===== src/rp_pkg.sv =====
// shared widths and fixed constants for the analog datapath
// everything runs in the single adc_clk domain
// widths are fixed here, the blocks carry no parameters
// daisy mode bit 1 is unused in this datapath

package rp_pkg;

  ////////////////////////////////////////////////////////////////////////////
  // converter and sample widths
  ////////////////////////////////////////////////////////////////////////////

  localparam int unsigned ADC_DW  = 14;  // raw adc word
  localparam int unsigned SMP_DW  = 12;  // acquisition sample, top bits of adc word
  localparam int unsigned DAC_DW  = 14;  // generator, feedback and dac word
  localparam int unsigned SUM_DW  = 15;  // signed sum, one guard bit

  // diagnostics
  localparam int unsigned DIAG_DW = 32;  // pll unlock cycle counter
  localparam logic [DIAG_DW-1:0] DIAG_STEP = 1;  // counter increment

  ////////////////////////////////////////////////////////////////////////////
  // daisy chain and trigger
  ////////////////////////////////////////////////////////////////////////////

  localparam int unsigned MODE_W   = 3;   // daisy mode config width
  localparam int unsigned DAISY_DW = 16;  // daisy parallel word

  // pattern sent when the link is not in sync mode
  localparam logic [DAISY_DW-1:0] DAISY_IDLE_WORD = 16'h1234;

  // daisy mode bit positions
  localparam int unsigned MODE_SYNC_BIT     = 0;  // sync mode, trigger over link
  localparam int unsigned MODE_TRIG_SEL_BIT = 2;  // 1 = generator trigger out

endpackage

===== src/rp_analog_top.sv =====
// analog datapath and trigger glue, single adc_clk domain
// adc words arrive parallel, deserialisation is outside this block
// configuration inputs are plain static levels
// all blocks run off rst_n_i, core_rstn_o is only passed out

`timescale 1ns/100ps

module rp_analog_top (
  input  logic                        adc_clk,
  input  logic                        rst_n_i,
  // clock and delay status
  input  logic                        pll_locked_i,
  input  logic                        idly_rdy_i,
  // configuration
  input  logic                        digital_loop_i,
  input  logic [rp_pkg::MODE_W-1:0]   daisy_mode_i,
  // adc
  input  logic [rp_pkg::ADC_DW-1:0]   adc_raw_a_i,
  input  logic [rp_pkg::ADC_DW-1:0]   adc_raw_b_i,
  // generator and feedback samples
  input  logic [rp_pkg::DAC_DW-1:0]   gen_a_i,
  input  logic [rp_pkg::DAC_DW-1:0]   gen_b_i,
  input  logic [rp_pkg::DAC_DW-1:0]   fb_a_i,
  input  logic [rp_pkg::DAC_DW-1:0]   fb_b_i,
  // triggers and daisy
  input  logic                        trig_i,
  input  logic                        scope_trig_i,
  input  logic                        asg_trig_i,
  input  logic [rp_pkg::DAISY_DW-1:0] daisy_rx_dat_i,
  input  logic                        daisy_rx_rdy_i,
  // resets and diagnostics
  output logic                        core_rstn_o,
  output logic                        dac_reset_o,
  output logic [rp_pkg::DIAG_DW-1:0]  unlock_cnt_o,
  // acquisition samples
  output logic [rp_pkg::SMP_DW-1:0]   smp_a_o,
  output logic [rp_pkg::SMP_DW-1:0]   smp_b_o,
  // dac pins
  output logic [rp_pkg::DAC_DW-1:0]   dac_dat_a_o,
  output logic [rp_pkg::DAC_DW-1:0]   dac_dat_b_o,
  // trigger and daisy out
  output logic                        trig_ext_o,
  output logic                        trig_out_o,
  output logic [rp_pkg::DAISY_DW-1:0] daisy_tx_dat_o,
  output logic                        daisy_tx_dv_o
);

  logic [rp_pkg::DAC_DW-1:0] loop_a;  // saturated dac word ch a, to switch
  logic [rp_pkg::DAC_DW-1:0] loop_b;  // saturated dac word ch b, to switch

  ////////////////////////////////////////////////////////////////////////////
  // reset and diagnostics
  ////////////////////////////////////////////////////////////////////////////

  pll_lock_monitor i_lock (
    .adc_clk      (adc_clk),
    .rst_n_i      (rst_n_i),
    .pll_locked_i (pll_locked_i),
    .idly_rdy_i   (idly_rdy_i),
    .core_rstn_o  (core_rstn_o),
    .dac_reset_o  (dac_reset_o),
    .unlock_cnt_o (unlock_cnt_o)
  );

  ////////////////////////////////////////////////////////////////////////////
  // dac and adc paths
  ////////////////////////////////////////////////////////////////////////////

  dac_output_stage i_dac (
    .adc_clk     (adc_clk),
    .rst_n_i     (rst_n_i),
    .gen_a_i     (gen_a_i),
    .gen_b_i     (gen_b_i),
    .fb_a_i      (fb_a_i),
    .fb_b_i      (fb_b_i),
    .loop_a_o    (loop_a),
    .loop_b_o    (loop_b),
    .dac_dat_a_o (dac_dat_a_o),  // carries ch b
    .dac_dat_b_o (dac_dat_b_o)   // carries ch a
  );

  // loopback taps the comb dac words, so 1 cycle from generator input
  adc_loopback_switch i_sw (
    .adc_clk        (adc_clk),
    .rst_n_i        (rst_n_i),
    .digital_loop_i (digital_loop_i),
    .adc_raw_a_i    (adc_raw_a_i),
    .adc_raw_b_i    (adc_raw_b_i),
    .loop_a_i       (loop_a),
    .loop_b_i       (loop_b),
    .smp_a_o        (smp_a_o),
    .smp_b_o        (smp_b_o)
  );

  ////////////////////////////////////////////////////////////////////////////
  // triggers
  ////////////////////////////////////////////////////////////////////////////

  trigger_router i_trig (
    .adc_clk        (adc_clk),
    .rst_n_i        (rst_n_i),
    .trig_i         (trig_i),
    .daisy_mode_i   (daisy_mode_i),
    .scope_trig_i   (scope_trig_i),
    .asg_trig_i     (asg_trig_i),
    .daisy_rx_dat_i (daisy_rx_dat_i),
    .daisy_rx_rdy_i (daisy_rx_rdy_i),
    .trig_ext_o     (trig_ext_o),
    .trig_out_o     (trig_out_o),
    .daisy_tx_dat_o (daisy_tx_dat_o),
    .daisy_tx_dv_o  (daisy_tx_dv_o)
  );

endmodule


===== src/trigger_router.sv =====
// external trigger masking and daisy chain transmit glue
// daisy receive word is taken as already in the adc_clk domain
// trig_ext_o and the transmit word are combinational on config levels
// mode bit 1 drives a connector pin on the board and is ignored here

`timescale 1ns/100ps

module trigger_router (
  input  logic                        adc_clk,
  input  logic                        rst_n_i,
  input  logic                        trig_i,          // external trigger pin
  input  logic [rp_pkg::MODE_W-1:0]   daisy_mode_i,    // daisy mode config
  input  logic                        scope_trig_i,    // scope trigger out
  input  logic                        asg_trig_i,      // generator trigger out
  input  logic [rp_pkg::DAISY_DW-1:0] daisy_rx_dat_i,  // daisy parallel rx word
  input  logic                        daisy_rx_rdy_i,  // daisy link ready
  output logic                        trig_ext_o,      // masked ext trigger
  output logic                        trig_out_o,      // trigger leaving the board
  output logic [rp_pkg::DAISY_DW-1:0] daisy_tx_dat_o,  // daisy parallel tx word
  output logic                        daisy_tx_dv_o    // daisy tx valid
);

  logic daisy_trig;  // any rx bit set, registered
  logic sync_mode;   // trigger travels over the link

  assign sync_mode = daisy_mode_i[rp_pkg::MODE_SYNC_BIT];

  ////////////////////////////////////////////////////////////////////////////
  // receive side
  ////////////////////////////////////////////////////////////////////////////

  // in sync mode the upstream board sends its trigger on every bit
  always_ff @(posedge adc_clk) begin
    if (!rst_n_i) begin
      daisy_trig <= 1'b0;
    end else begin
      daisy_trig <= |daisy_rx_dat_i;
    end
  end

  // local pin is blocked while the chain trigger is active
  assign trig_ext_o = trig_i & ~(sync_mode & daisy_trig);

  ////////////////////////////////////////////////////////////////////////////
  // transmit side
  ////////////////////////////////////////////////////////////////////////////

  assign trig_out_o = daisy_mode_i[rp_pkg::MODE_TRIG_SEL_BIT] ? asg_trig_i
                                                               : scope_trig_i;

  // sync: replicate trigger on all bits, else fixed idle pattern
  always_comb begin
    if (sync_mode) begin
      daisy_tx_dat_o = {rp_pkg::DAISY_DW{trig_out_o}};
      daisy_tx_dv_o  = 1'b0;  // no valid framing in sync mode
    end else begin
      daisy_tx_dat_o = rp_pkg::DAISY_IDLE_WORD;
      daisy_tx_dv_o  = daisy_rx_rdy_i;  // echo link ready
    end
  end

endmodule


===== src/dac_output_stage.sv =====
// dac output stage, generator plus feedback per channel
// inputs are signed 14-bit two's complement
// output is saturated, then inverted to the converter's coding
// saturated words are left uninverted, as on the board
// dac_dat_a_o carries channel b and dac_dat_b_o channel a, 2 cycles late

`timescale 1ns/100ps

module dac_output_stage (
  input  logic                      adc_clk,
  input  logic                      rst_n_i,
  input  logic [rp_pkg::DAC_DW-1:0] gen_a_i,      // generator ch a
  input  logic [rp_pkg::DAC_DW-1:0] gen_b_i,      // generator ch b
  input  logic [rp_pkg::DAC_DW-1:0] fb_a_i,       // feedback ch a
  input  logic [rp_pkg::DAC_DW-1:0] fb_b_i,       // feedback ch b
  output logic [rp_pkg::DAC_DW-1:0] loop_a_o,     // comb saturated word ch a
  output logic [rp_pkg::DAC_DW-1:0] loop_b_o,     // comb saturated word ch b
  output logic [rp_pkg::DAC_DW-1:0] dac_dat_a_o,  // dac a pins, ch b data
  output logic [rp_pkg::DAC_DW-1:0] dac_dat_b_o   // dac b pins, ch a data
);

  logic [rp_pkg::DAC_DW-1:0] dac_a_q;  // first stage ch a
  logic [rp_pkg::DAC_DW-1:0] dac_b_q;  // first stage ch b

  ////////////////////////////////////////////////////////////////////////////
  // sum and saturation
  ////////////////////////////////////////////////////////////////////////////

  // sign extend by one bit, the top two sum bits disagree on overflow
  function automatic logic [rp_pkg::DAC_DW-1:0] sat_sum (
    input logic [rp_pkg::DAC_DW-1:0] gen,
    input logic [rp_pkg::DAC_DW-1:0] fb
  );
    logic [rp_pkg::SUM_DW-1:0] sum;
    sum = {gen[rp_pkg::DAC_DW-1], gen} + {fb[rp_pkg::DAC_DW-1], fb};
    if (sum[rp_pkg::SUM_DW-1] ^ sum[rp_pkg::SUM_DW-2]) begin
      // clip: 0x1fff on positive, 0x2000 on negative overflow
      sat_sum = {sum[rp_pkg::SUM_DW-1], {(rp_pkg::DAC_DW-1){~sum[rp_pkg::SUM_DW-1]}}};
    end else begin
      sat_sum = ~sum[rp_pkg::DAC_DW-1:0];  // converter wants inverted coding
    end
  endfunction

  assign loop_a_o = sat_sum(gen_a_i, fb_a_i);
  assign loop_b_o = sat_sum(gen_b_i, fb_b_i);

  ////////////////////////////////////////////////////////////////////////////
  // output pipe
  ////////////////////////////////////////////////////////////////////////////

  // stage 1, per channel
  always_ff @(posedge adc_clk) begin
    if (!rst_n_i) begin
      dac_a_q <= '0;
      dac_b_q <= '0;
    end else begin
      dac_a_q <= loop_a_o;
      dac_b_q <= loop_b_o;
    end
  end

  // stage 2, channels swapped to match board routing
  always_ff @(posedge adc_clk) begin
    if (!rst_n_i) begin
      dac_dat_a_o <= '0;
      dac_dat_b_o <= '0;
    end else begin
      dac_dat_a_o <= dac_b_q;  // ch b -> dac a
      dac_dat_b_o <= dac_a_q;  // ch a -> dac b
    end
  end

endmodule


===== src/adc_loopback_switch.sv =====
// adc channel cross and digital loopback
// adc b feeds channel a and adc a feeds channel b on the board
// loopback takes the saturated dac words before their output registers
// two lsbs are dropped, samples are registered once

`timescale 1ns/100ps

module adc_loopback_switch (
  input  logic                      adc_clk,
  input  logic                      rst_n_i,
  input  logic                      digital_loop_i,  // 1 = dac values back into acq
  input  logic [rp_pkg::ADC_DW-1:0] adc_raw_a_i,     // raw adc a word
  input  logic [rp_pkg::ADC_DW-1:0] adc_raw_b_i,     // raw adc b word
  input  logic [rp_pkg::DAC_DW-1:0] loop_a_i,        // saturated dac word ch a
  input  logic [rp_pkg::DAC_DW-1:0] loop_b_i,        // saturated dac word ch b
  output logic [rp_pkg::SMP_DW-1:0] smp_a_o,         // acq sample ch a
  output logic [rp_pkg::SMP_DW-1:0] smp_b_o          // acq sample ch b
);

  logic [rp_pkg::SMP_DW-1:0] sel_a;  // pre-register choice ch a
  logic [rp_pkg::SMP_DW-1:0] sel_b;  // pre-register choice ch b

  ////////////////////////////////////////////////////////////////////////////
  // source select
  ////////////////////////////////////////////////////////////////////////////

  // upper bits only, lsbs are below the noise floor anyway
  always_comb begin
    if (digital_loop_i) begin
      sel_a = loop_a_i[rp_pkg::DAC_DW-1 -: rp_pkg::SMP_DW];
      sel_b = loop_b_i[rp_pkg::DAC_DW-1 -: rp_pkg::SMP_DW];
    end else begin
      sel_a = adc_raw_b_i[rp_pkg::ADC_DW-1 -: rp_pkg::SMP_DW];  // adc b -> ch a
      sel_b = adc_raw_a_i[rp_pkg::ADC_DW-1 -: rp_pkg::SMP_DW];  // adc a -> ch b
    end
  end

  // sample register
  always_ff @(posedge adc_clk) begin
    if (!rst_n_i) begin
      smp_a_o <= '0;
      smp_b_o <= '0;
    end else begin
      smp_a_o <= sel_a;
      smp_b_o <= sel_b;
    end
  end

endmodule


===== src/pll_lock_monitor.sv =====
// core reset gating and pll unlock diagnostics
// rst_n_i is assumed already synchronous to adc_clk
// core_rstn_o lags its inputs by one cycle, dac_reset_o by two
// unlock counter wraps silently, no saturation

`timescale 1ns/100ps

module pll_lock_monitor (
  input  logic                       adc_clk,
  input  logic                       rst_n_i,       // sync, active low
  input  logic                       pll_locked_i,  // pll lock status
  input  logic                       idly_rdy_i,    // input delay line ready
  output logic                       core_rstn_o,   // gated core reset, active low
  output logic                       dac_reset_o,   // converter reset, active high
  output logic [rp_pkg::DIAG_DW-1:0] unlock_cnt_o   // cycles seen without lock
);

  ////////////////////////////////////////////////////////////////////////////
  // reset gating
  ////////////////////////////////////////////////////////////////////////////

  // core only leaves reset once clocks and delay lines are usable
  always_ff @(posedge adc_clk) begin
    core_rstn_o <= rst_n_i & pll_locked_i & idly_rdy_i;
  end

  // dac reset follows core reset, one cycle behind
  always_ff @(posedge adc_clk) begin
    dac_reset_o <= ~core_rstn_o;
  end

  ////////////////////////////////////////////////////////////////////////////
  // unlock counter
  ////////////////////////////////////////////////////////////////////////////

  // only board reset clears it, so lock loss during run stays visible
  always_ff @(posedge adc_clk) begin
    if (!rst_n_i) begin
      unlock_cnt_o <= '0;
    end else if (!pll_locked_i) begin
      unlock_cnt_o <= unlock_cnt_o + rp_pkg::DIAG_STEP;  // wraps at max
    end
    // holds while locked
  end

endmodule


===== config.mk =====
export PLATFORM = sky130hd
export DESIGN_NAME = rp_analog_top
export DESIGN_NICKNAME = d
export VERILOG_FILES = /design/src/rp_pkg.sv /design/src/rp_analog_top.sv /design/src/trigger_router.sv /design/src/dac_output_stage.sv /design/src/adc_loopback_switch.sv /design/src/pll_lock_monitor.sv
export SDC_FILE = /design/constraint.sdc
export NUM_CORES = 1
export LEC_CHECK = 0
export BUFFER_PORTS_ARGS = -buffer_cell sky130_fd_sc_hd__buf_2
export CAP_MARGIN = 30
export CORE_ASPECT_RATIO = 0.6
export CORE_UTILIZATION = 45
export CTS_BUF_LIST = sky130_fd_sc_hd__clkbuf_4 sky130_fd_sc_hd__clkbuf_8
export DETAILED_ROUTE_END_ITERATION = 16
export PLACE_DENSITY_LB_ADDON = 0.08
export SLEW_MARGIN = 5
export SYNTH_ARGS = -nofsm -noshare
export SYNTH_HDL_FRONTEND = slang
export SYNTH_HIERARCHICAL = 1
export SYNTH_SLANG_ARGS = --single-unit

===== constraint.sdc =====
create_clock -name adc_clk -period 3.3 [get_ports adc_clk]
set_input_delay 0.165 -clock adc_clk [delete_from_list [all_inputs] [get_ports adc_clk]]
set_output_delay 0.165 -clock adc_clk [all_outputs]
set_load 0.01 [all_outputs]

# Word level (Yosys, flattened, before mapping)
# Index checks and enable logic that the tools add are counted.
# op_classes
addsub	3
muxes	7
n_bitwise	12
n_reduce_logical	1
# op_table
operator	n
32-bit by 1-bit adder with 32-bit output, second input constant	1
14-bit by 14-bit adder with 15-bit output	2
14-bit 2-to-1 mux	2
14-bit inverter	2
12-bit 2-to-1 mux	2
16-bit 2-to-1 mux	1
16-bit OR reduction	1
1-bit AND	4
1-bit inverter	4
1-bit 2-to-1 mux	2
1-bit bitwise XOR	2
# word_totals
ff_bits	115
inputBits	112
out_inout_bits	105
wordCells	33

# Longest topological paths before layout
# logic_depth
depth_word	4
depth_mapped	18
mapped_depth_nobuf	16

# By module
# The synthesis kept the hierarchy.
# by_module_without_submodules
mod	instances	cells_each	area_each_um2	seq_area_each_um2
dac_output_stage	1	356	3164.3	1121.1
pll_lock_monitor	1	176	1550.2	680.7
adc_loopback_switch	1	77	929.6	480.5
trigger_router	1	27	200.2	20.0

# Worst setup path before layout
# OpenSTA, ideal clock, no wires.
# synth_path
path_kind	input to register
from	in gen_a_i[0] (netlist bit)
to	reg i_sw/smp_a_o[3] (netlist bit)
setup_ns	0.065
arrival_time_ns	3.075
required_ns	3.235
path_slack_ns	0.160
stages	18
n_path_buf	2
path_cell_list	ha_1 > inv_1 > fa_1 > nor2b_4 > o31a_1 > o311ai_2 > o21ai_2 > and2_1 > o21ai_0 > ha_1 > clkbuf_1 > nor2_1 > inv_1 > o31ai_4 > buf_4 > a21oi_1 > mux2i_1 > nor2b_1
# synth_via
elab_chain_len	4
elab_cells_between_ends	6
cone_classes	1 x add/sub; 2 x mux; 3 x bitwise
# synth_lines
item	line_no	text
from (decl)	rp_analog_top.sv:21	input logic [rp_pkg::DAC_DW-1:0] gen_a_i,
14-bit by 14-bit adder with 15-bit output (*)	dac_output_stage.sv:35	sum = {gen[rp_pkg::DAC_DW-1], gen} + {fb[rp_pkg::DAC_DW-1], fb};
1-bit bitwise XOR, or another cell as far along	dac_output_stage.sv:36	if (sum[rp_pkg::SUM_DW-1] ^ sum[rp_pkg::SUM_DW-2]) begin
14-bit 2-to-1 mux (*)	dac_output_stage.sv:36	
named net loop_a, one bit	rp_analog_top.sv:48	logic [rp_pkg::DAC_DW-1:0] loop_a;
12-bit 2-to-1 mux (*)	adc_loopback_switch.sv:29	if (digital_loop_i) begin
to (signal assigned)	adc_loopback_switch.sv:44	smp_a_o <= sel_a;
to (decl)	adc_loopback_switch.sv:16	output logic [rp_pkg::SMP_DW-1:0] smp_a_o,
# Mark *: on every way through the listed nets, which the timed path passes. The rest lies on a longest branch.
# A chain may end at the register's enable or synchronous reset.

# Worst setup path after layout
# layout_path
from	in gen_a_i[5] (netlist bit)
to	reg i_sw/smp_a_o[1] (netlist bit)
# layout_via
elab_chain_len	4
elab_cells_between_ends	5
cone_classes	1 x add/sub; 2 x mux; 2 x bitwise
# layout_lines
item	line_no
14-bit by 14-bit adder with 15-bit output (*)	dac_output_stage.sv:35
1-bit bitwise XOR or 1-bit inverter (tied branches)	dac_output_stage.sv:36, dac_output_stage.sv:38
14-bit 2-to-1 mux (*)	dac_output_stage.sv:36
named net loop_a, one bit	rp_analog_top.sv:48
12-bit 2-to-1 mux (*)	adc_loopback_switch.sv:29
# Marks and branches as above.

==> metrics <==
RSZ-0062 raised after global routing=no; Max Slew Vio Count=0; IO Port Bufs=211; Crit-path slowest cell=o31ai_4; Worst EP required=3610 ps; largest net degree at the start of global routing=34; # fillers=1095; root buffer cell=clkbuf_8; PostCTS Resize Cnt=0; Hold Buf Count CTS=13; RR Endpoint=i_lock/unlock_cnt_o[28]$_SDFFE_PN0N_; Worst Hold Path Cells=3; R2R depth=5; Mapped Cells=632; critical path class=in2reg; Critical Path Most Common Cell=ha_1; Hold Slack=24.60 ps; period utilization=0.8519; Critical Path, Cell by Cell=buf_2, ha_1, or2_2, o21ai_0, o21bai_1, a221oi_1, xor2_1, ha_1, o31ai_4, a21oi_1, mux2i_1, nor2b_1; Initial Util=0.4724; static leakage=3.596 nW; Setup crit start=gen_a_i[5]; Inst Count DP=985; Hold Startpoint=adc_raw_a_i[9]; Cell Rows=31; reg2reg start=i_lock/unlock_cnt_o[0]$_SDFFE_PN0N_; Max Clock Skew=14.37 ps; die area=0.01342 mm^2; CTS H-tree depth=4; CTS tree=yes; Rel. slew slack=0.3852; slowest cell delay on critical path=530 ps; Clk Latency, worst-skew pair=420 ps; Bufs and invs on worst path=1; Mapped Nets=779; first drt pass iteration count=5; HP Class=in2reg; clk buf depth=2; clock-pin slew of the registers on the worst-case setup and hold paths=80 ps; CP top delay family=compound AO/OA/AOI/OAI gates; initial antenna violation count=1; Vias/cell=5.200; Die W=148.9 um; first-pass GRT wire length=24940 um; Max Cap Violations=0; status=complete, no violations; worst-margin pin slew=921.3 ps; Min Clock Period, post-route=2811 ps; total power=3.946 mW; ANT nets after route=0; post-CTS setup buffers=0; Sink Count=115; Max IR drop VDD=0.2719 mV; fmax=355.7 MHz; HPWL after DPL=12150 um; Max FO, Critical Path=11; synth warn=6; P per Cell Area=525.5 mW/mm^2; Worst Setup End Kind=flip-flop; DRT iter0 DRCs=261; Die Ht=90.14 um; CP Launch Type=primary input; Post-Route WL=15810 um; Levels on crit path=12; DR WL/cell=15.32 um; Placer Congestion=0.8824; WHS Endpoint=i_sw/smp_b_o[7]$_SDFF_PN0_; layout cells sized above 1=0.3195; DR DRC count=0; Antenna Diode Count=0; Post-Syn Area=0.005827 mm^2; CP arrival=3120 ps; synthesis-to-layout area growth=28.86%; syn_area_per_cell=9.220 um^2; vias=5366; CTS buffer count=17; final hold violations=0; Final setup viols=0; grt total ovfl=0; setup tns final=0 ps; # IOs=217; vias in the first global route=5025; setup slack, reg-to-reg=740 ps; core area=0.01233 mm^2; GRT Util Overall=0.2377; non-filler instance count after layout=1032; nets=1001
-- worst reg2reg max path, stage by stage, from the launching register on --
cell and delay [ps]:
dfxtp_1 450, ha_1 200, and4b_1 340, nand4_1 570
or4_1 750, mux2i_1 150
-- area by class of cell --
class	count	area, um^2	share of cell area
Multi-Input combinational cell	452	3157	0.4204
Inverter	23	86.33	0.01150
Sequential cell	115	2302	0.3066
Tap cell	165	206.4	0.02750
Clock inverter	15	161.4	0.02150
Clock buffer	17	234.0	0.03116
Timing Repair Buffer	245	1361	0.1813
-- per-stage QoR --
step,utilization,area [um^2],setup WS (ps)
2_1_floorplan,-,5827,170.6
3_3_place_gp,0.5645,6963,149.8
3_5_place_dp,0.5645,6963,63.20
4_1_cts,0.6071,7488,526.9
5_1_grt,0.6087,7508,238.8
6_report,0.6087,7508,488.7
-- layer usage --
metal	global-route usage	share of wire	up-vias
met5	0	0.00051	-
met4	0.07483	0.011	2
met3	0.08426	0.097	15
met2	0.3566	0.43	221
met1	0.3164	0.46	2454
li1	-	-	2674
-- layout by cell type, fill, tap and decap left out, types with 5 or more instances in the layout --
cell type	instances
buf_2	211
dfxtp_1	115
a21oi_1	69
nor2_1	43
and2_1	33
ha_1	33
nor2b_1	31
mux2i_1	30
inv_1	23
nand2_1	21
o21ai_0	21
buf_4	18
clkbuf_8	17
xnor2_1	16
dlygate4sd3_1	15
or4_1	15
o31ai_1	12
a21o_1	12
xor2_1	12
or3_1	10
nand4_1	10
o21a_1	9
nor3_1	7
nand3_1	7
inv_6	6
o211ai_1	6
nor4_1	6
nand2b_1	5
-- report_power, final --
part           switching (mW)  internal [mW]
sequential             0.0454           1.56
combinational           0.589          0.460
clock                   0.662          0.630
-- worst max path at each step --
stage                                 endpoint  slack, ps
detailed placement  i_sw/smp_a_o[1]$_SDFF_PN0_         60
floorplan           i_sw/smp_a_o[3]$_SDFF_PN0_        170
global route        i_sw/smp_b_o[7]$_SDFF_PN0_        240
CTS                 i_sw/smp_a_o[1]$_SDFF_PN0_        530
global placement    i_sw/smp_b_o[6]$_SDFF_PN0_        150
finish              i_sw/smp_a_o[1]$_SDFF_PN0_        490
-- sequential cells by signal (all words and copies together), names as in the netlist --
| name | count |
|---|---|
| i_dac/dac_a_q | 14 |
| i_dac/dac_b_q | 14 |
| i_dac/dac_dat_a_o | 14 |
| i_dac/dac_dat_b_o | 14 |
| i_lock/core_rstn_o | 1 |
| i_lock/dac_reset_o | 1 |
| i_lock/unlock_cnt_o | 32 |
| i_sw/smp_a_o | 12 |
| i_sw/smp_b_o | 12 |
| i_trig/daisy_trig | 1 |
Power figures use the tool's default switching activity.
